## config.mk

```make
export PLATFORM = sky130hd
export DESIGN_NAME = apb_protocol_monitor
export DESIGN_NICKNAME = d
export VERILOG_FILES = /design/src/hdl/apb_mon_pkg.sv /design/src/hdl/apb_phase_ctrl.sv /design/src/hdl/apb_protocol_monitor.sv /design/src/hdl/apb_stability_check.sv /design/src/hdl/apb_strobe_check.sv /design/src/hdl/apb_violation_log.sv /design/src/hdl/apb_watchdog.sv
export VERILOG_INCLUDE_DIRS = /design/src /design/src/hdl
export SDC_FILE = /design/constraint.sdc
export NUM_CORES = 1
export LEC_CHECK = 0
export BUFFER_PORTS_ARGS = -buffer_cell sky130_fd_sc_hd__buf_4
export CAP_MARGIN = 20
export CORE_MARGIN = 5
export CORE_UTILIZATION = 40
export DETAILED_ROUTE_END_ITERATION = 12
export PLACE_DENSITY = 0.71
export SLEW_MARGIN = 10
export SYNTH_ARGS = -nofsm -noshare
export SYNTH_HDL_FRONTEND = slang
export SYNTH_SLANG_ARGS = --single-unit
```

## constraint.sdc

```tcl
create_clock -name PCLK -period 3.15 [get_ports PCLK]
set_clock_uncertainty 0.2 [all_clocks]
set_input_delay 0.1575 -clock PCLK [delete_from_list [all_inputs] [get_ports PCLK]]
set_output_delay 0.1575 -clock PCLK [all_outputs]
set_load 0.005 [all_outputs]
```

## src/hdl/apb_mon_consts.svh

```systemverilog
`ifndef APB_MON_CONSTS_SVH
`define APB_MON_CONSTS_SVH

////////////////////////////////////////////////////////////
// Observed APB4 bus geometry
////////////////////////////////////////////////////////////

`define APB_ADDR_W     32
`define APB_DATA_W     32
// One strobe per data byte
`define APB_STRB_W     4
// Address bits that select a byte inside a data word
`define APB_ADDR_LSB   2

////////////////////////////////////////////////////////////
// Monitor limits
////////////////////////////////////////////////////////////

// Wait cycles tolerated before the watchdog fires
`define APB_WDOG_LIMIT 16
`define APB_COUNT_W    8

`endif

```

## src/hdl/apb_mon_pkg.sv

```systemverilog
`include "apb_mon_consts.svh"

package apb_mon_pkg;

  // One sample of the APB4 bus, taken at each PCLK edge
  typedef struct packed {
    logic                   psel;
    logic                   penable;
    logic                   pwrite;
    logic [`APB_ADDR_W-1:0] paddr;
    logic [2:0]             pprot;
    logic [`APB_STRB_W-1:0] pstrb;
    logic [`APB_DATA_W-1:0] pwdata;
    logic                   pready;
  } apb_bus_t;

  // Request fields that hold for the whole transfer
  typedef struct packed {
    logic [`APB_ADDR_W-1:0] paddr;
    logic                   pwrite;
    logic [2:0]             pprot;
  } apb_req_t;

  // Write fields that hold for the whole write transfer
  typedef struct packed {
    logic [`APB_STRB_W-1:0] pstrb;
    logic [`APB_DATA_W-1:0] pwdata;
  } apb_wpay_t;

  // One flag per protocol rule
  typedef struct packed {
    logic psel_drop;
    logic penable_in_setup;
    logic penable_low_in_access;
    logic req_unstable;
    logic wpay_unstable;
    logic addr_unaligned;
    logic strb_shape;
    logic strb_misaligned;
    logic strb_on_read;
    logic watchdog;
  } apb_viol_t;

endpackage

```

## src/hdl/apb_phase_ctrl.sv

```systemverilog
`timescale 1ns/10ps

module apb_phase_ctrl
(
  input  logic                  PCLK,
  input  logic                  PRESETn,
  input  apb_mon_pkg::apb_bus_t apb,
  output logic                  setup_phase,
  output logic                  access_phase,
  output logic                  wait_state,
  output logic                  psel_drop,
  output logic                  penable_in_setup,
  output logic                  penable_low_in_access
);

  // PSEL seen at the previous edge
  logic prev_psel;
  // Previous cycle was an access cycle with PREADY high
  logic prev_done;
  // Previous cycle was a setup or a wait cycle
  logic access_q;

  ////////////////////////////////////////////////////////////
  // Phase decode
  ////////////////////////////////////////////////////////////

  // Setup on a fresh PSEL or on a back-to-back transfer
  assign setup_phase  = apb.psel & (~prev_psel | prev_done);

  // Access follows setup and lasts until PREADY while still selected
  assign access_phase = access_q & apb.psel;
  assign wait_state   = access_phase & ~apb.pready;

  ////////////////////////////////////////////////////////////
  // Control rules
  ////////////////////////////////////////////////////////////

  // Transfer still open from last cycle, so PSEL may not go low
  assign psel_drop = access_q & ~apb.psel;

  // PENABLE low in setup, high in every access cycle
  assign penable_in_setup      = setup_phase & apb.penable;
  assign penable_low_in_access = access_phase & ~apb.penable;

  always_ff @(posedge PCLK or negedge PRESETn)
  begin
    if (!PRESETn)
    begin
      prev_psel <= 1'b0;
      prev_done <= 1'b0;
      access_q  <= 1'b0;
    end
    else
    begin
      prev_psel <= apb.psel;
      prev_done <= access_phase & apb.pready;
      // A setup or a wait cycle keeps the transfer open
      access_q  <= setup_phase | wait_state;
    end
  end

endmodule

```

## src/hdl/apb_protocol_monitor.sv

```systemverilog
`timescale 1ns/10ps

`include "apb_mon_consts.svh"

module apb_protocol_monitor
(
  input  logic                    PCLK,
  input  logic                    PRESETn,
  input  apb_mon_pkg::apb_bus_t   apb,
  input  logic                    viol_clear,
  output apb_mon_pkg::apb_viol_t  viol_sticky,
  output logic [`APB_COUNT_W-1:0] viol_count
);

  import apb_mon_pkg::*;

  // Phases from the control module
  logic      setup_phase;
  logic      access_phase;
  logic      wait_state;

  // Payloads held across a transfer
  apb_req_t  req;
  apb_wpay_t wpay;
  // Write payload is only tracked on writes
  logic      wr_gate;

  // Per-rule flags for this cycle
  logic      psel_drop;
  logic      penable_in_setup;
  logic      penable_low_in_access;
  logic      req_unstable;
  logic      wpay_unstable;
  logic      addr_unaligned;
  logic      strb_shape;
  logic      strb_misaligned;
  logic      strb_on_read;
  logic      wdog_expired;
  apb_viol_t viol_event;

  assign req     = '{paddr: apb.paddr, pwrite: apb.pwrite, pprot: apb.pprot};
  assign wpay    = '{pstrb: apb.pstrb, pwdata: apb.pwdata};
  assign wr_gate = apb.pwrite;

  ////////////////////////////////////////////////////////////
  // Control and checkers
  ////////////////////////////////////////////////////////////

  apb_phase_ctrl u_phase_ctrl
  (
    .PCLK                  (PCLK),
    .PRESETn               (PRESETn),
    .apb                   (apb),
    .setup_phase           (setup_phase),
    .access_phase          (access_phase),
    .wait_state            (wait_state),
    .psel_drop             (psel_drop),
    .penable_in_setup      (penable_in_setup),
    .penable_low_in_access (penable_low_in_access)
  );

  apb_stability_check #(.payload_t(apb_req_t)) u_req_stable
  (
    .PCLK     (PCLK),
    .PRESETn  (PRESETn),
    .capture  (setup_phase),
    .compare  (access_phase),
    .payload  (req),
    .unstable (req_unstable)
  );

  apb_stability_check #(.payload_t(apb_wpay_t)) u_wpay_stable
  (
    .PCLK     (PCLK),
    .PRESETn  (PRESETn),
    .capture  (setup_phase & wr_gate),
    .compare  (access_phase & wr_gate),
    .payload  (wpay),
    .unstable (wpay_unstable)
  );

  apb_strobe_check u_strobe_check
  (
    .apb             (apb),
    .addr_unaligned  (addr_unaligned),
    .strb_shape      (strb_shape),
    .strb_misaligned (strb_misaligned),
    .strb_on_read    (strb_on_read)
  );

  apb_watchdog #(.LIMIT(`APB_WDOG_LIMIT)) u_watchdog
  (
    .PCLK       (PCLK),
    .PRESETn    (PRESETn),
    .wait_state (wait_state),
    .expired    (wdog_expired)
  );

  ////////////////////////////////////////////////////////////
  // Event vector into the log
  ////////////////////////////////////////////////////////////

  assign viol_event = '{
    psel_drop:             psel_drop,
    penable_in_setup:      penable_in_setup,
    penable_low_in_access: penable_low_in_access,
    req_unstable:          req_unstable,
    wpay_unstable:         wpay_unstable,
    addr_unaligned:        addr_unaligned,
    strb_shape:            strb_shape,
    strb_misaligned:       strb_misaligned,
    strb_on_read:          strb_on_read,
    watchdog:              wdog_expired
  };

  apb_violation_log u_violation_log
  (
    .PCLK     (PCLK),
    .PRESETn  (PRESETn),
    .clear    (viol_clear),
    .event_in (viol_event),
    .sticky   (viol_sticky),
    .count    (viol_count)
  );

endmodule

```

## src/hdl/apb_stability_check.sv

```systemverilog
`timescale 1ns/10ps

module apb_stability_check
#(
  parameter type payload_t = logic
)
(
  input  logic     PCLK,
  input  logic     PRESETn,
  input  logic     capture,
  input  logic     compare,
  input  payload_t payload,
  output logic     unstable
);

  // Payload value seen in the setup cycle
  payload_t held;
  // Set once a value has been captured since reset
  logic     held_valid;

  // Snapshot of the payload at setup
  always_ff @(posedge PCLK)
  begin
    if (capture)
      held <= payload;
  end

  always_ff @(posedge PCLK or negedge PRESETn)
  begin
    if (!PRESETn)
      held_valid <= 1'b0;
    else if (capture)
      held_valid <= 1'b1;
  end

  ////////////////////////////////////////////////////////////
  // Any difference from the snapshot during access is a change
  ////////////////////////////////////////////////////////////

  assign unstable = compare & held_valid & (payload != held);

endmodule

```

## src/hdl/apb_strobe_check.sv

```systemverilog
`timescale 1ns/10ps

`include "apb_mon_consts.svh"

module apb_strobe_check
(
  input  apb_mon_pkg::apb_bus_t apb,
  output logic                  addr_unaligned,
  output logic                  strb_shape,
  output logic                  strb_misaligned,
  output logic                  strb_on_read
);

  // Byte offset of PADDR inside the data word
  logic [`APB_ADDR_LSB-1:0] addr_lo;
  // Strobe is a byte, halfword or word pattern
  logic                     shape_ok;
  // Lowest enabled byte lane of a valid pattern
  logic [`APB_ADDR_LSB-1:0] first_lane;
  logic                     strb_any;

  assign addr_lo  = apb.paddr[`APB_ADDR_LSB-1:0];
  assign strb_any = |apb.pstrb;

  ////////////////////////////////////////////////////////////
  // Strobe pattern decode for a four-lane bus
  ////////////////////////////////////////////////////////////

  always_comb
  begin
    shape_ok   = 1'b1;
    first_lane = '0;
    case (apb.pstrb)
      // Single bytes
      4'b0001: first_lane = 2'd0;
      4'b0010: first_lane = 2'd1;
      4'b0100: first_lane = 2'd2;
      4'b1000: first_lane = 2'd3;
      // Halfwords on even lanes
      4'b0011: first_lane = 2'd0;
      4'b1100: first_lane = 2'd2;
      // Full word
      4'b1111: first_lane = 2'd0;
      default: shape_ok   = 1'b0;
    endcase
  end

  ////////////////////////////////////////////////////////////
  // Rules, checked only while selected
  ////////////////////////////////////////////////////////////

  assign addr_unaligned = apb.psel & (|addr_lo);
  assign strb_on_read   = apb.psel & ~apb.pwrite & strb_any;
  assign strb_shape     = apb.psel & apb.pwrite & strb_any & ~shape_ok;

  // A word address may pick any lane
  // a byte address has to point at the first strobed lane
  assign strb_misaligned = apb.psel & apb.pwrite & shape_ok &
                           (|addr_lo) & (addr_lo != first_lane);

endmodule

```

## src/hdl/apb_violation_log.sv

```systemverilog
`timescale 1ns/10ps

`include "apb_mon_consts.svh"

module apb_violation_log
(
  input  logic                    PCLK,
  input  logic                    PRESETn,
  input  logic                    clear,
  input  apb_mon_pkg::apb_viol_t  event_in,
  output apb_mon_pkg::apb_viol_t  sticky,
  output logic [`APB_COUNT_W-1:0] count
);

  import apb_mon_pkg::*;

  // At least one rule broken in this cycle
  logic any_event;
  logic count_max;

  assign any_event = |event_in;
  assign count_max = &count;

  ////////////////////////////////////////////////////////////
  // Sticky flags and violation-cycle counter
  ////////////////////////////////////////////////////////////

  always_ff @(posedge PCLK or negedge PRESETn)
  begin
    if (!PRESETn)
    begin
      sticky <= '0;
      count  <= '0;
    end
    else if (clear)
    begin
      // Same-cycle events are dropped with the clear
      sticky <= '0;
      count  <= '0;
    end
    else
    begin
      sticky <= apb_viol_t'(sticky | event_in);
      if (any_event && !count_max)
        count <= count + 1'b1;
    end
  end

endmodule

```

## src/hdl/apb_watchdog.sv

```systemverilog
`timescale 1ns/10ps

module apb_watchdog
#(
  parameter int LIMIT = 16
)
(
  input  logic PCLK,
  input  logic PRESETn,
  input  logic wait_state,
  output logic expired
);

  localparam int CNT_W = $clog2(LIMIT + 1);

  // Consecutive wait cycles seen so far, held at LIMIT
  logic [CNT_W-1:0] wait_cnt;
  logic             at_limit;

  assign at_limit = (wait_cnt == CNT_W'(LIMIT));

  // Fires in every wait cycle past the limit
  assign expired = wait_state & at_limit;

  always_ff @(posedge PCLK or negedge PRESETn)
  begin
    if (!PRESETn)
      wait_cnt <= '0;
    else if (!wait_state)
      // Any completed or idle cycle restarts the count
      wait_cnt <= '0;
    else if (!at_limit)
      wait_cnt <= wait_cnt + 1'b1;
  end

endmodule

```

Yosys cells after proc, flatten, opt, wreduce, memory -nomap -nowiden
Index checks and enable logic that the tools add are counted.
Widths: inputs -> output; s select.
{ "word_totals": {"ff_bits": 100, "inputBits": 78, "output_inout_bits": 18, "elab_cells": 84} }
{ "op_classes": {"n_addsub": 2, "n_eq_ne": 12, "muxes": 7, "n_bitwise": 32, "reduce_logical": 9} }
{ "op_table": {"columns": ["cell", "n"], "rows": [
  ["$ne 36x36->1", 2],
  ["$and 1x1->1", 23],
  ["$mux 8", 2],
  ["$eq 4x4->1 const B", 3],
  ["$mux 10", 1],
  ["$mux 5", 2],
  ["$or 10x10->10", 1],
  ["$reduce_or 10->1", 1],
  ["$add 8x1->8 const B", 1],
  ["$eq 4x2->1 const B", 2],
  ["$reduce_and 8->1", 1],
  ["$reduce_or 7->1", 1],
  ["$not 1->1", 6],
  ["$pmux 2 s3", 1],
  ["$add 5x1->5 const B", 1],
  ["$eq 5x5->1 const B", 1],
  ["$eq 4x1->1 const B", 1],
  ["$eq 4x3->1 const B", 1],
  ["$reduce_or 2->1", 2],
  ["$reduce_or 4->1", 1],
  ["$ne 2x2->1", 1],
  ["$ne 2x2->1 const B", 1],
  ["$or 1x1->1", 2],
  ["$reduce_bool 2->1", 1],
  ["other kinds (3)", 3]
]} }

Depth between registers and ports, before layout
Gate-level depths: netlist (run 1).
{ "logic_depth": {"depth_word": 10, "depth_mapped": 9, "depth_no_buf": 9} }

Modules after synthesis
A second synthesis (run 1) with hierarchy kept.
{ "hier_totals": {"hier_cells": 323, "area_unflattened_um2": 4428.0} }
{ "by_module_without_submodules": {"columns": ["mod", "n_inst", "cells_per_inst", "area_per_inst_um2", "seq_area_each_um2"], "rows": [
  ["apb_stability_check", 2, 88, 1508.9, 1106.1],
  ["apb_violation_log", 1, 80, 805.8, 450.4],
  ["apb_watchdog", 1, 28, 294.0, 125.1],
  ["apb_strobe_check", 1, 23, 153.9, 0.0],
  ["apb_phase_ctrl", 1, 14, 143.9, 75.1],
  ["apb_protocol_monitor", 1, 2, 12.5, 0.0]
]} }

Worst setup path before layout (run 1)
No wires, ideal clock.
{ "synth_path": {"kind": "register to register", "from": "register u_phase_ctrl.prev_psel", "to": "register u_violation_log.count[7]", "setup_ns": 0.078, "arrival_time_ns": 2.159, "t_required_ns": 2.872, "slack_ns": 0.713, "path_stages_with_launch": 9, "path_buffers": 0, "period_less_slack_ns": 2.437, "cell_sequence": "dfrtp_1 > nand2b_1 > nand2_1 > inv_1 > a21oi_1 > nand4_1 > o31ai_4 > or3_1 > a21oi_1"} }
{ "synth_via": {"elab_chain_len": 7} }
{ "synth_lines": {"columns": ["element", "line", "rtl"], "rows": [
  ["start, declared", "apb_phase_ctrl.sv:17", "logic prev_psel;"],
  ["start signal, assigned", "apb_phase_ctrl.sv:55", "prev_psel <= apb.psel;"],
  ["$not 1->1", "apb_phase_ctrl.sv:28", "assign setup_phase = apb.psel & (~prev_psel | prev_done);"],
  ["$or 1x1->1", "apb_phase_ctrl.sv:28", null],
  ["$and 1x1->1", "apb_phase_ctrl.sv:28", null],
  ["via setup_phase", "apb_protocol_monitor.sv:18", "logic setup_phase;"],
  ["$and 1x1->1", "apb_phase_ctrl.sv:42", "assign penable_in_setup = setup_phase & apb.penable;"],
  ["$reduce_or 10->1", "apb_violation_log.sv:21", "assign any_event = |event_in;"],
  ["$logic_and 1x1->1", "apb_violation_log.sv:44", "if (any_event && !count_max)"],
  ["$reduce_bool 2->1 (no line)", null, null],
  ["end signal, assigned", "apb_violation_log.sv:45", "count <= count + 1'b1;"],
  ["end, declared", "apb_violation_log.sv:12", "output logic [`APB_COUNT_W-1:0] count"]
]} }
The timed path passes the listed nets, and every way through them passes these cells.
A chain may end at the register's enable or synchronous reset.

Final worst setup path (run 1)
{ "layout_path": {"from": "input port apb[42] (netlist name)", "to": "register u_violation_log.count[1]"} }
{ "layout_via": {"elab_chain_len": 5} }
{ "layout_lines": {"columns": ["element", "line", "rtl"], "rows": [
  ["start, declared", "apb_protocol_monitor.sv:9", "input apb_mon_pkg::apb_bus_t apb,"],
  ["$ne 36x36->1", "apb_stability_check.sv:40", "assign unstable = compare & held_valid & (payload != held);"],
  ["$and 1x1->1", "apb_stability_check.sv:40", null],
  ["$reduce_or 10->1", "apb_violation_log.sv:21", null],
  ["$logic_and 1x1->1", "apb_violation_log.sv:44", null],
  ["$reduce_bool 2->1 (no line)", null, null]
]} }
Every way passes these cells.

==> results of run 1 <==
-- worst min path at each step --
stage | start | slack [ns] | cells past startpoint | endpoint
final | PRESETn | 0.04 | 2 | u_phase_ctrl.access_q
after global routing | PRESETn | 0.06 | 2 | u_violation_log.sticky[2]
after CTS | PRESETn | 0.02 | 2 | u_violation_log.sticky[2]
after detailed placement | PRESETn | -0.1 | 1 | u_violation_log.count[2]
after global placement | PRESETn | -0.11 | 1 | u_violation_log.count[2]
after floorplan | PRESETn | -0.34 | 0 | u_phase_ctrl.access_q
-- power by group through the flow --
stage          registers, mW  logic [mW]  clock network (mW)
4_1_cts                 1.50       0.377               0.742
2_1_floorplan           1.53       0.138                   0
3_5_place_dp            1.53       0.297                   0
6_report                1.50       0.376               0.710
3_3_place_gp            1.53       0.289                   0
5_1_grt                 1.51       0.412               0.787
-- metrics by stage --
| step | utilization (%) | hold slack, ns | cells | power, mW | area (µm²) |
|---|---|---|---|---|---|
| after floorplan | - | -0.338 | 310 | 1.67 | 4320 |
| after global placement | 48.7 | -0.109 | 543 | 1.82 | 5220 |
| after detailed placement | 48.7 | -0.0983 | 543 | 1.83 | 5220 |
| after CTS | 57.6 | 0.0241 | 637 | 2.62 | 6160 |
| after global routing | 57.6 | 0.0587 | 637 | 2.71 | 6160 |
| final | 57.6 | 0.0393 | 637 | 2.59 | 6160 |
-- cell type report --
class | instances | area, µm² | share of cell area, %
clock inverters | 5 | 30.0 | 0.488
multi-input cells | 196 | 1400 | 22.7
well taps | 140 | 175 | 2.84
inverters | 10 | 37.5 | 0.610
flip-flops and latches | 100 | 2860 | 46.5
repair buffers | 175 | 1520 | 24.7
clock buffers | 11 | 131 | 2.13
-- synth_stat cells (2+ instances only) --
cell type	count	area, µm²
a21oi_1	12	60.1
inv_1	10	37.5
a31oi_1	3	18.8
or3_1	4	25.0
nand2_1	4	15.0
xnor2_1	73	639
and3_2	2	15.0
nor2_1	21	78.8
xor2_1	3	26.3
nand3_1	10	50.1
nor3_1	8	40.0
mux2i_1	2	20.0
nand2b_1	2	12.5
o21ba_2	2	20.0
o21ai_0	8	40.0
dfrtp_1	28	701
and3_1	3	18.8
edfxtp_1	72	2160
nor4_1	2	12.5
or2_2	2	12.5
nand4_1	20	125
ha_1	3	37.5
clkbuf_1	2	7.51
nand3b_1	2	15.0
-- worst max-delay path, delay by kind of cell --
family,cells,cell delay [ns]
and+or+nand+nor,3,0.66
AOI/OAI and AO/OA,2,0.76
buffers and inverters,2,0.68
xor gates and xnor gates,1,0.17
muxes,1,0.23
-- cell families after synthesis --
logic type	Yosys count	share of synthesized area, %
adder cells (fa/ha/maj)	3	0.868
flip-flops	100	66.2
AO/OA/AOI/OAI	31	4.89
buffers and inverters	14	1.42
AND/OR/NAND/NOR	83	10.4
multiplexers	2	0.463
XOR/XNOR	77	15.8
-- per-layer routing --
| metal | part of all wire [%] | wire (µm) | up-vias | global-route usage (%) |
|---|---|---|---|---|
| li1 | - | - | 1490 | - |
| met1 | 42 | 4200 | 1464 | 18.7 |
| met2 | 50 | 4990 | 76 | 27.5 |
| met3 | 5.9 | 588 | 16 | 4.67 |
| met4 | 1.9 | 187 | 0 | 6.41 |
| met5 | 0 | 0 | - | 0 |
-- flip-flops by register name, summed over array words and instances (netlist names) --
| signal | count |
|---|---|
| u_phase_ctrl.access_q | 1 |
| u_req_stable.held | 36 |
| u_phase_ctrl.prev_done | 1 |
| u_wpay_stable.held | 36 |
| u_req_stable.held_valid | 1 |
| u_phase_ctrl.prev_psel | 1 |
| u_wpay_stable.held_valid | 1 |
| u_violation_log.count | 8 |
| u_violation_log.sticky | 10 |
| u_watchdog.wait_cnt | 5 |
-- timing repair --
item	4_1_cts	5_1_grt
hold buffers	78	0
buffers inserted	0	0
hold endpoints to repair	122	0
==> results_dict.tcl, run 1 <==
set metrics [dict create \
    critPathArrivalTime_ns 2.66 \
    antenna_found_initial 0 \
    setup_ws_ns 0.542 \
    setup.worst_path.start "apb[42]" \
    finalCriticalPeriod_ns 2.61 \
    finish.net_count 573 \
    cp-end-kind "flip-flop" \
    min_path_type "in2async" \
    syn_area_per_cell_um2 13.9 \
    fin_crit_sh_pct 82.8 \
    dpl.hpwl_mm 6.59 \
    coreArea_um2 10700 \
    fin_tns_setup_ns 0 \
    initial_core_util_pct 40.4 \
    post-place-ws_ns 0.622 \
    setup_viol 0 \
    htree_levels 3 \
    ys_warn_count 0 \
    synth_edf_count 72 \
    reg2regPathDepth 7 \
    internal-power_mw 1.98 \
    totalWireLength_mm 9.96 \
    cts.sinks 100 \
    grt_max_degree 38 \
    post_synth_num_cell_types 36 \
    vdd_ir_drop_max_mv 0.272 \
    nFillCells 857 \
    grt_pass1_wl_mm 16.0 \
    clock.fmax_ghz 0.384 \
    slew_violations 0 \
    cts_buffers 9 \
    critical_path.startpoint_type "primary input" \
    layout_commonest_cell "buf_4" \
    rows 38 \
    syn_inst 310 \
    rr_endpoint "u_violation_log.count[1]" \
    wire_per_inst_um 15.6 \
    reg2reg_from "u_req_stable.held[6]" \
    clk_latency_ns 0.37 \
    max-cap-violations 0 \
    crit_slowest_cell "dlygate4sd3_1" \
    die_area_um2 13000 \
    rsz0062_at_grt "no" \
    power_density_nw_per_um2 421 \
    status "finished clean" \
    grt.overflow.total 0 \
    via_count 3046 \
    crit_end "u_violation_log.count[1]" \
    first_pass_iters 4 \
    hold_viol 0 \
    ant_nets 0 \
    drive_gt1_share_pct 23.9 \
    syn_nets 391 \
    first_iter_violations 156 \
    die_w_um 114 \
    comb_power_share_pct 14.5 \
    syn2layout_area_growth_pct 42.4 \
    power.leakage_nw 2.32 \
    gp_congestion 0.790 \
    cts-root-buf "clkbuf_8" \
    crit_fanout 10 \
    synth_seq_cells 100 \
    ys_seq_area_share_pct 66.2 \
    p_clk_share_pct 27.4 \
    synth_area_um2 4320 \
    num_antenna_cells 0 \
    ys.flop_type "edfxtp_1" \
    dieHeight_um 114 \
    p_sw_share_pct 23.6 \
    final_cell_mix "96 x buf_4, 78 x dlygate4sd3_1, 73 x xnor2_1, 72 x edfxtp_1, 28 x dfrtp_1" \
    r2r_slack_ns 0.60 \
    cts_tree "done" \
    io_pins 96 \
    p_switching_mw 0.612 \
    required_ns 3.20 \
    grtUsageTotal_pct 16.0 \
    slowest_delay_ns 0.54 \
    seqPwrFrac_pct 58.1 \
    async_flop_share_pct 28.0 \
    tightest_slew_ns 0.816 \
    slew-limit-headroom_pct 45.6 \
    first_global_vias 3279 \
    numPortBuffers 95 \
    cts_buffer_depth 2 \
    path_class "in2reg" \
    vias_per_cell 4.78 \
    drc_errors 0 \
    clkTransAtPathRegs_ns 0.09 \
    cp_cell_sequence "dlygate4sd3_1 > buf_4 > xnor2_1 > nand4_1 > nor4_1 > a31oi_1 > o31ai_4 > mux2i_1 > nor2_1" \
    cts_resized 0 \
]
Note: power is estimated with default switching activity, not from simulation.
==> run 2: changes to the inputs <==
--- a/config.mk
+++ b/config.mk
@@ -6,12 +6,13 @@
 export SDC_FILE = /design/constraint.sdc
 export NUM_CORES = 1
 export LEC_CHECK = 0
+export ABC_AREA = 1
 export BUFFER_PORTS_ARGS = -buffer_cell sky130_fd_sc_hd__buf_4
 export CAP_MARGIN = 20
 export CORE_MARGIN = 5
 export CORE_UTILIZATION = 40
 export DETAILED_ROUTE_END_ITERATION = 12
-export PLACE_DENSITY = 0.71
+export PLACE_DENSITY = 0.73
 export SLEW_MARGIN = 10
 export SYNTH_ARGS = -nofsm -noshare
 export SYNTH_HDL_FRONTEND = slang
==> constraint.sdc (replaced) <==
create_clock -name PCLK -period 2.1 [get_ports PCLK]
set_clock_uncertainty 0.2 [all_clocks]
set_input_delay 0.105 -clock PCLK [delete_from_list [all_inputs] [get_ports PCLK]]
set_output_delay 0.105 -clock PCLK [all_outputs]
set_load 0.005 [all_outputs]
==> results_dict.tcl, run 2 <==
set metrics [dict create \
    synth_seq_cells 100 \
    totalWireLength_mm 10.8 \
    grt_pass1_wl_mm 17.5 \
    crit_slowest_cell "dlygate4sd3_1" \
    syn2layout_area_growth_pct 42.8 \
    yosysTopAreaCell "edfxtp_1" \
    synthTopCellsByCount "110 x nand2_1, 72 x edfxtp_1, 67 x inv_1" \
    ant_nets 0 \
    final_cell_count_no_fill 787 \
    clock.fmax_ghz 0.507 \
    hold_viol 0 \
    ys_seq_area_share_pct 60.1 \
    dpl.hpwl_mm 7.41 \
    cts_buffers 9 \
    r2r_slack_ns 0.14 \
    clkTransAtPathRegs_ns 0.06 \
    htree_levels 3 \
    fin_crit_sh_pct 93.9 \
    stdcell_area_um2 6800 \
    power.leakage_nw 2.97 \
    async_flop_share_pct 28.0 \
    reg2reg_from "u_req_stable.held[16]" \
    die_w_um 119 \
    initial_core_util_pct 41.2 \
    rr_endpoint "u_violation_log.count[7]" \
    final_cell_mix "109 x nand2_1, 96 x buf_4, 77 x dlygate4sd3_1, 72 x edfxtp_1, 65 x inv_1" \
    tightest_slew_ns 0.538 \
    slowest_delay_ns 0.55 \
    via_count 3605 \
    finalCriticalPeriod_ns 1.97 \
    place_inst 693 \
    path_class "in2reg" \
    yosysMostFrequentCell "nand2_1" \
    post-place-ws_ns 0.142 \
    rows 39 \
    first_global_vias 3780 \
    die_area_um2 14200 \
    drive_gt1_share_pct 22.2 \
    grtUsageTotal_pct 15.5 \
    multiInputGateArea_um2 1670 \
    syn_nets 536 \
    dpl_cell_area_um2 5680 \
    power_density_nw_per_um2 676 \
    num_antenna_cells 0 \
    first_iter_violations 147 \
    clk_latency_ns 0.34 \
    ys.flop_type "edfxtp_1" \
    syn_inst 455 \
    cts.sinks 100 \
    crit_fanout 8 \
    fin_util_pct 58.8 \
    slew-limit-headroom_pct 63.9 \
    syn_area_per_cell_um2 10.5 \
    post_synth_num_cell_types 31 \
    cp_common_cell "nand2_1" \
    synth_top_area_share_pct 45.4 \
    drc_errors 0 \
    first_pass_iters 4 \
    layout_commonest_cell "nand2_1" \
    cts_buffer_depth 2 \
    critPathArrivalTime_ns 2.06 \
    max-cap-violations 0 \
    cp-end-kind "flip-flop" \
    holdWs_ns 0.00722 \
    status "finished clean" \
    p_total_mw 4.59 \
    critical_path.startpoint_type "primary input" \
    required_ns 2.19 \
    cts_tree "done" \
    min_path_type "in2async" \
    grt_max_degree 37 \
    vdd_ir_drop_max_mv 0.320 \
    ys_top_cells_by_area "edfxtp_1 45%, dfrtp_1 15%, xnor2_1 9.2%" \
    numPortBuffers 95 \
    antenna_found_initial 0 \
    setup_ws_ns 0.128 \
    setup_viol 0 \
    path_buf_inv 2 \
    grt.overflow.total 0 \
    regArea_um2 2860 \
    cp_cell_sequence "dlygate4sd3_1 > buf_4 > xnor2_1 > nand2_1 > nor2_1 > nand2_1 > nor2_2 > nand3_2 > nand2_4 > nand3_4 > nand2_8 > nand3_2 > nand2_1" \
    cts-root-buf "clkbuf_16" \
    synth_edf_count 72 \
    reg2regPathDepth 11 \
    reg_top3 "u_req_stable.held: 36 flops, u_wpay_stable.held: 36 flops, u_violation_log.sticky: 10 flops" \
    slew_violations 0 \
    finish.net_count 720 \
    dieHeight_um 119 \
    fin_tns_setup_ns 0 \
    gp_congestion 0.784 \
    io_pins 96 \
    vias_per_cell 4.58 \
    ys_warn_count 0 \
    crit_family "simple AND/OR/NAND/NOR gates" \
    synth_area_um2 4760 \
    coreArea_um2 11600 \
    nFillCells 937 \
    wire_per_inst_um 13.8 \
]
run 2: cell count changes in the layout (fill, tap and decap cells not counted), sizes merged, moves of 3 or more:
cell	delta
nor2	+27
xor2	+5
or3	-4
clkbuf	+3
nand3	+14
a21oi	-5
nand4	-6
and3	-5
nor3	-4
nand2	+109
clkinv	-3
xnor2	-24
inv	+58
run 2: how the worst max path moves through the flow:
stage | depth (start not counted) | slack (ns) | startpoint | end
floorplan | 3 | -0.33 | u_phase_ctrl.prev_psel | u_wpay_stable.held[0]
global placement | 11 | 0.25 | u_req_stable.held[17] | u_violation_log.count[6]
detailed placement | 13 | 0.14 | u_req_stable.held[34] | u_violation_log.count[7]
CTS | 13 | 0.09 | u_req_stable.held[34] | u_violation_log.count[7]
global route | 13 | -0.01 | u_req_stable.held[34] | u_violation_log.count[7]
finish | 13 | 0.13 | apb[69] | u_violation_log.count[7]
run 2: layout make-up:
class / count / area share, %
clock buffer: 14 / 4.51
clock inverter: 2 / 0.166
inverter: 68 / 3.76
multi-input combinational: 286 / 24.6
sequential: 100 / 42.1
tap: 143 / 2.63
timing repair buffer: 174 / 22.2
run 2: worst reg2reg max path, cell delays in order, from the launching register on:
cell	delay (ns)
edfxtp_1	0.39
xnor2_1	0.17
nand2_1	0.08
nor2_1	0.14
nand2_1	0.11
nor2_2	0.13
nand3_2	0.12
nand2_4	0.12
nand3_4	0.13
nand2_8	0.14
nand3_2	0.08
nand2_1	0.08
run 2: layer usage:
layer,track usage (%),routed length [µm],vias up
li1,-,-,1832
met1,18.2,4670,1665
met2,26.7,5340,82
met3,3.03,446,26
met4,8.62,376,0
met5,0,0,-
run 2: kinds of logic after synthesis:
group,count (synthesis),synth area share [%]
simple gates,204,20.3
flops,100,60.1
buf+inv,70,5.62
xor+xnor,58,10.7
compound gates,20,2.44
fa+ha+maj,3,0.789
run 2: power by group:
group	total (mW)	switching, mW	leakage (nW)	internal (mW)
combinational	0.610	0.274	1.77	0.336
clock	1.72	0.711	0.159	1.01
sequential	2.26	0.0485	1.04	2.21
total	4.59	1.03	2.97	3.56
run 2: repair_timing:
| item | in CTS | in global routing |
|---|---|---|
| endpoints found under the setup margin | 0 | 8 |
| resized for setup | 0 | 5 |
| hold buffers | 77 | 0 |
| buffers inserted | 0 | 0 |
| hold endpoints to repair | 118 | 0 |
==> run 3: changes to the inputs <==
--- a/config.mk
+++ b/config.mk
@@ -9,10 +9,13 @@
 export ABC_AREA = 1
 export BUFFER_PORTS_ARGS = -buffer_cell sky130_fd_sc_hd__buf_4
 export CAP_MARGIN = 20
+export CELL_PAD_IN_SITES_DETAIL_PLACEMENT = 1
+export CELL_PAD_IN_SITES_GLOBAL_PLACEMENT = 1
 export CORE_MARGIN = 5
-export CORE_UTILIZATION = 40
+export CORE_UTILIZATION = 38
 export DETAILED_ROUTE_END_ITERATION = 12
-export PLACE_DENSITY = 0.73
+export PLACE_DENSITY = 0.84
+export SETUP_SLACK_MARGIN = 0.15
 export SLEW_MARGIN = 10
 export SYNTH_ARGS = -nofsm -noshare
 export SYNTH_HDL_FRONTEND = slang
==> results_dict.tcl, run 3 (synthesized netlist as in run 2, its figures left out) <==
set metrics [dict create \
    status "finished clean" \
    internal-power_mw 3.48 \
    fin_tns_setup_ns 0 \
    numPortBuffers 95 \
    wire_per_inst_um 16.9 \
    fin_crit_sh_pct 94.4 \
    comb_power_share_pct 14.5 \
    crit_slowest_cell "dlygate4sd3_1" \
    path_buf_inv 2 \
    place_inst 719 \
    crit_family "simple AND/OR/NAND/NOR gates" \
    dpl_cell_area_um2 5720 \
    hold_viol 0 \
    antenna_found_initial 0 \
    cts_tree "done" \
    cts_buffers 9 \
    ant_nets 0 \
    cp_cell_sequence "dlygate4sd3_1 > buf_4 > xnor2_2 > nand2_2 > nor2_4 > nand2_1 > nor2_2 > nand3_2 > nand2_4 > nand3_4 > nand2_8 > nand3_2 > nand2_2" \
    reg_top3 "u_req_stable.held: 36 flops, u_wpay_stable.held: 36 flops, u_violation_log.sticky: 10 flops" \
    p_switching_mw 1.10 \
    coreArea_um2 12200 \
    clock.fmax_ghz 0.505 \
    p_sw_share_pct 24.1 \
    reg2regPathDepth 11 \
    cts.sinks 100 \
    gp_congestion 0.791 \
    multiInputGateArea_um2 1750 \
    slew-limit-headroom_pct 64.2 \
    first_iter_violations 165 \
    finalCriticalPeriod_ns 1.98 \
    grt_pass1_wl_mm 22.1 \
    cp-end-kind "flip-flop" \
    grt.overflow.total 0 \
    worstSetupPathDepth 13 \
    p_total_mw 4.59 \
    die_area_um2 14900 \
    via_count 3770 \
    drc_errors 0 \
    syn2layout_area_growth_pct 45.1 \
    die_w_um 122 \
    final_cell_count_no_fill 816 \
    grt_util_met2_pct 37.9 \
    grt_use_met1_pct 20.5 \
    grtUsageMet3_pct 5.62 \
    io_pins 96 \
    rows 40 \
    critPathArrivalTime_ns 2.07 \
    finish.net_count 723 \
    initial_core_util_pct 39.1 \
    fin_util_pct 56.8 \
    setup_viol 0 \
    setup_ws_ns 0.118 \
    critical_path.startpoint_type "primary input" \
    grtUsageTotal_pct 19.6 \
    dpl.hpwl_mm 8.41 \
    post-place-ws_ns 0.161 \
    crit_fanout 8 \
    dieHeight_um 122 \
    required_ns 2.19 \
    vias_per_cell 4.62 \
    vdd_ir_drop_max_mv 0.643 \
    slew_violations 0 \
    holdWs_ns 0.00352 \
    totalWireLength_mm 13.8 \
    cts_buffer_depth 2 \
    regArea_um2 2860 \
    grt.busiest_layer "met2" \
    final_cell_mix "107 x nand2_1, 99 x buf_4, 77 x dlygate4sd3_1, 72 x edfxtp_1, 65 x inv_1" \
    htree_levels 3 \
    clkTransAtPathRegs_ns 0.08 \
    rsz0062_at_grt "yes" \
    stdcell_area_um2 6910 \
    clk_latency_ns 0.36 \
    min_path_type "in2async" \
    max-cap-violations 0 \
    layout_commonest_cell "nand2_1" \
    tightest_slew_ns 0.534 \
    drive_gt1_share_pct 24.3 \
    p_clk_share_pct 36.1 \
    power_density_nw_per_um2 664 \
    first_global_vias 4343 \
    power.leakage_nw 3.00 \
    path_class "in2reg" \
    first_pass_iters 4 \
    seqPwrFrac_pct 49.4 \
    nFillCells 1326 \
    slowest_delay_ns 0.55 \
    grt_max_degree 37 \
    cts-root-buf "clkbuf_16" \
]
## run 3: changes by cell type in the layout (fill, tap and decap cells not counted), moves of 3 or more
| cell | change |
|---|---|
| buf_4 | +3 |
| xnor2_1 | -6 |
| nor2_1 | -3 |
| xnor2_2 | +5 |
## run 3: layout make-up
class,instances,share of cell area (%)
Timing Repair Buffer,177,22.2
Clock inverter,5,0.797
Tap cell,168,3.04
Clock buffer,11,3.37
Multi-Input combinational cell,286,25.4
Antenna cell,1,0.0362
Sequential cell,100,41.4
Inverter,68,3.70
## run 3: power by group through the flow
stage	clock network [mW]	logic (mW)	registers (mW)
finish	1.66	0.664	2.27
detailed placement	0	0.499	2.30
global placement	0	0.475	2.30
floorplan	0	0.246	2.29
global route	1.79	0.728	2.27
CTS	1.69	0.629	2.26
## run 3: final timing paths
check | startpoint | endpoint | slack, ns
worst max-delay path | apb[62] | u_violation_log.count[2] | 0.12
worst min-delay path | PRESETn | u_wpay_stable.held_valid | 0.004
worst max register to register | u_req_stable.held[27] | u_violation_log.count[2] | 0.13
worst min register to register | u_req_stable.held_valid | u_req_stable.held_valid | 0.26
max in group asynchronous | PRESETn | u_watchdog.wait_cnt[4] | 1.42
min in group PCLK | u_req_stable.held_valid | u_req_stable.held_valid | 0.26
## run 3: layer usage
layer | part of all wire [%] | vias up
li1 | - | 1837
met1 | 38 | 1837
met2 | 56 | 78
met3 | 4.3 | 18
met4 | 1.6 | 0
met5 | 0 | -
## run 3: what timing repair did
action	CTS	global route
gates resized for setup	1	19
hold endpoints to repair	118	0
endpoints found under the setup margin	8	8
gates cloned	1	0
pin swaps	0	16
hold buffers	77	0
setup buffers	0	2
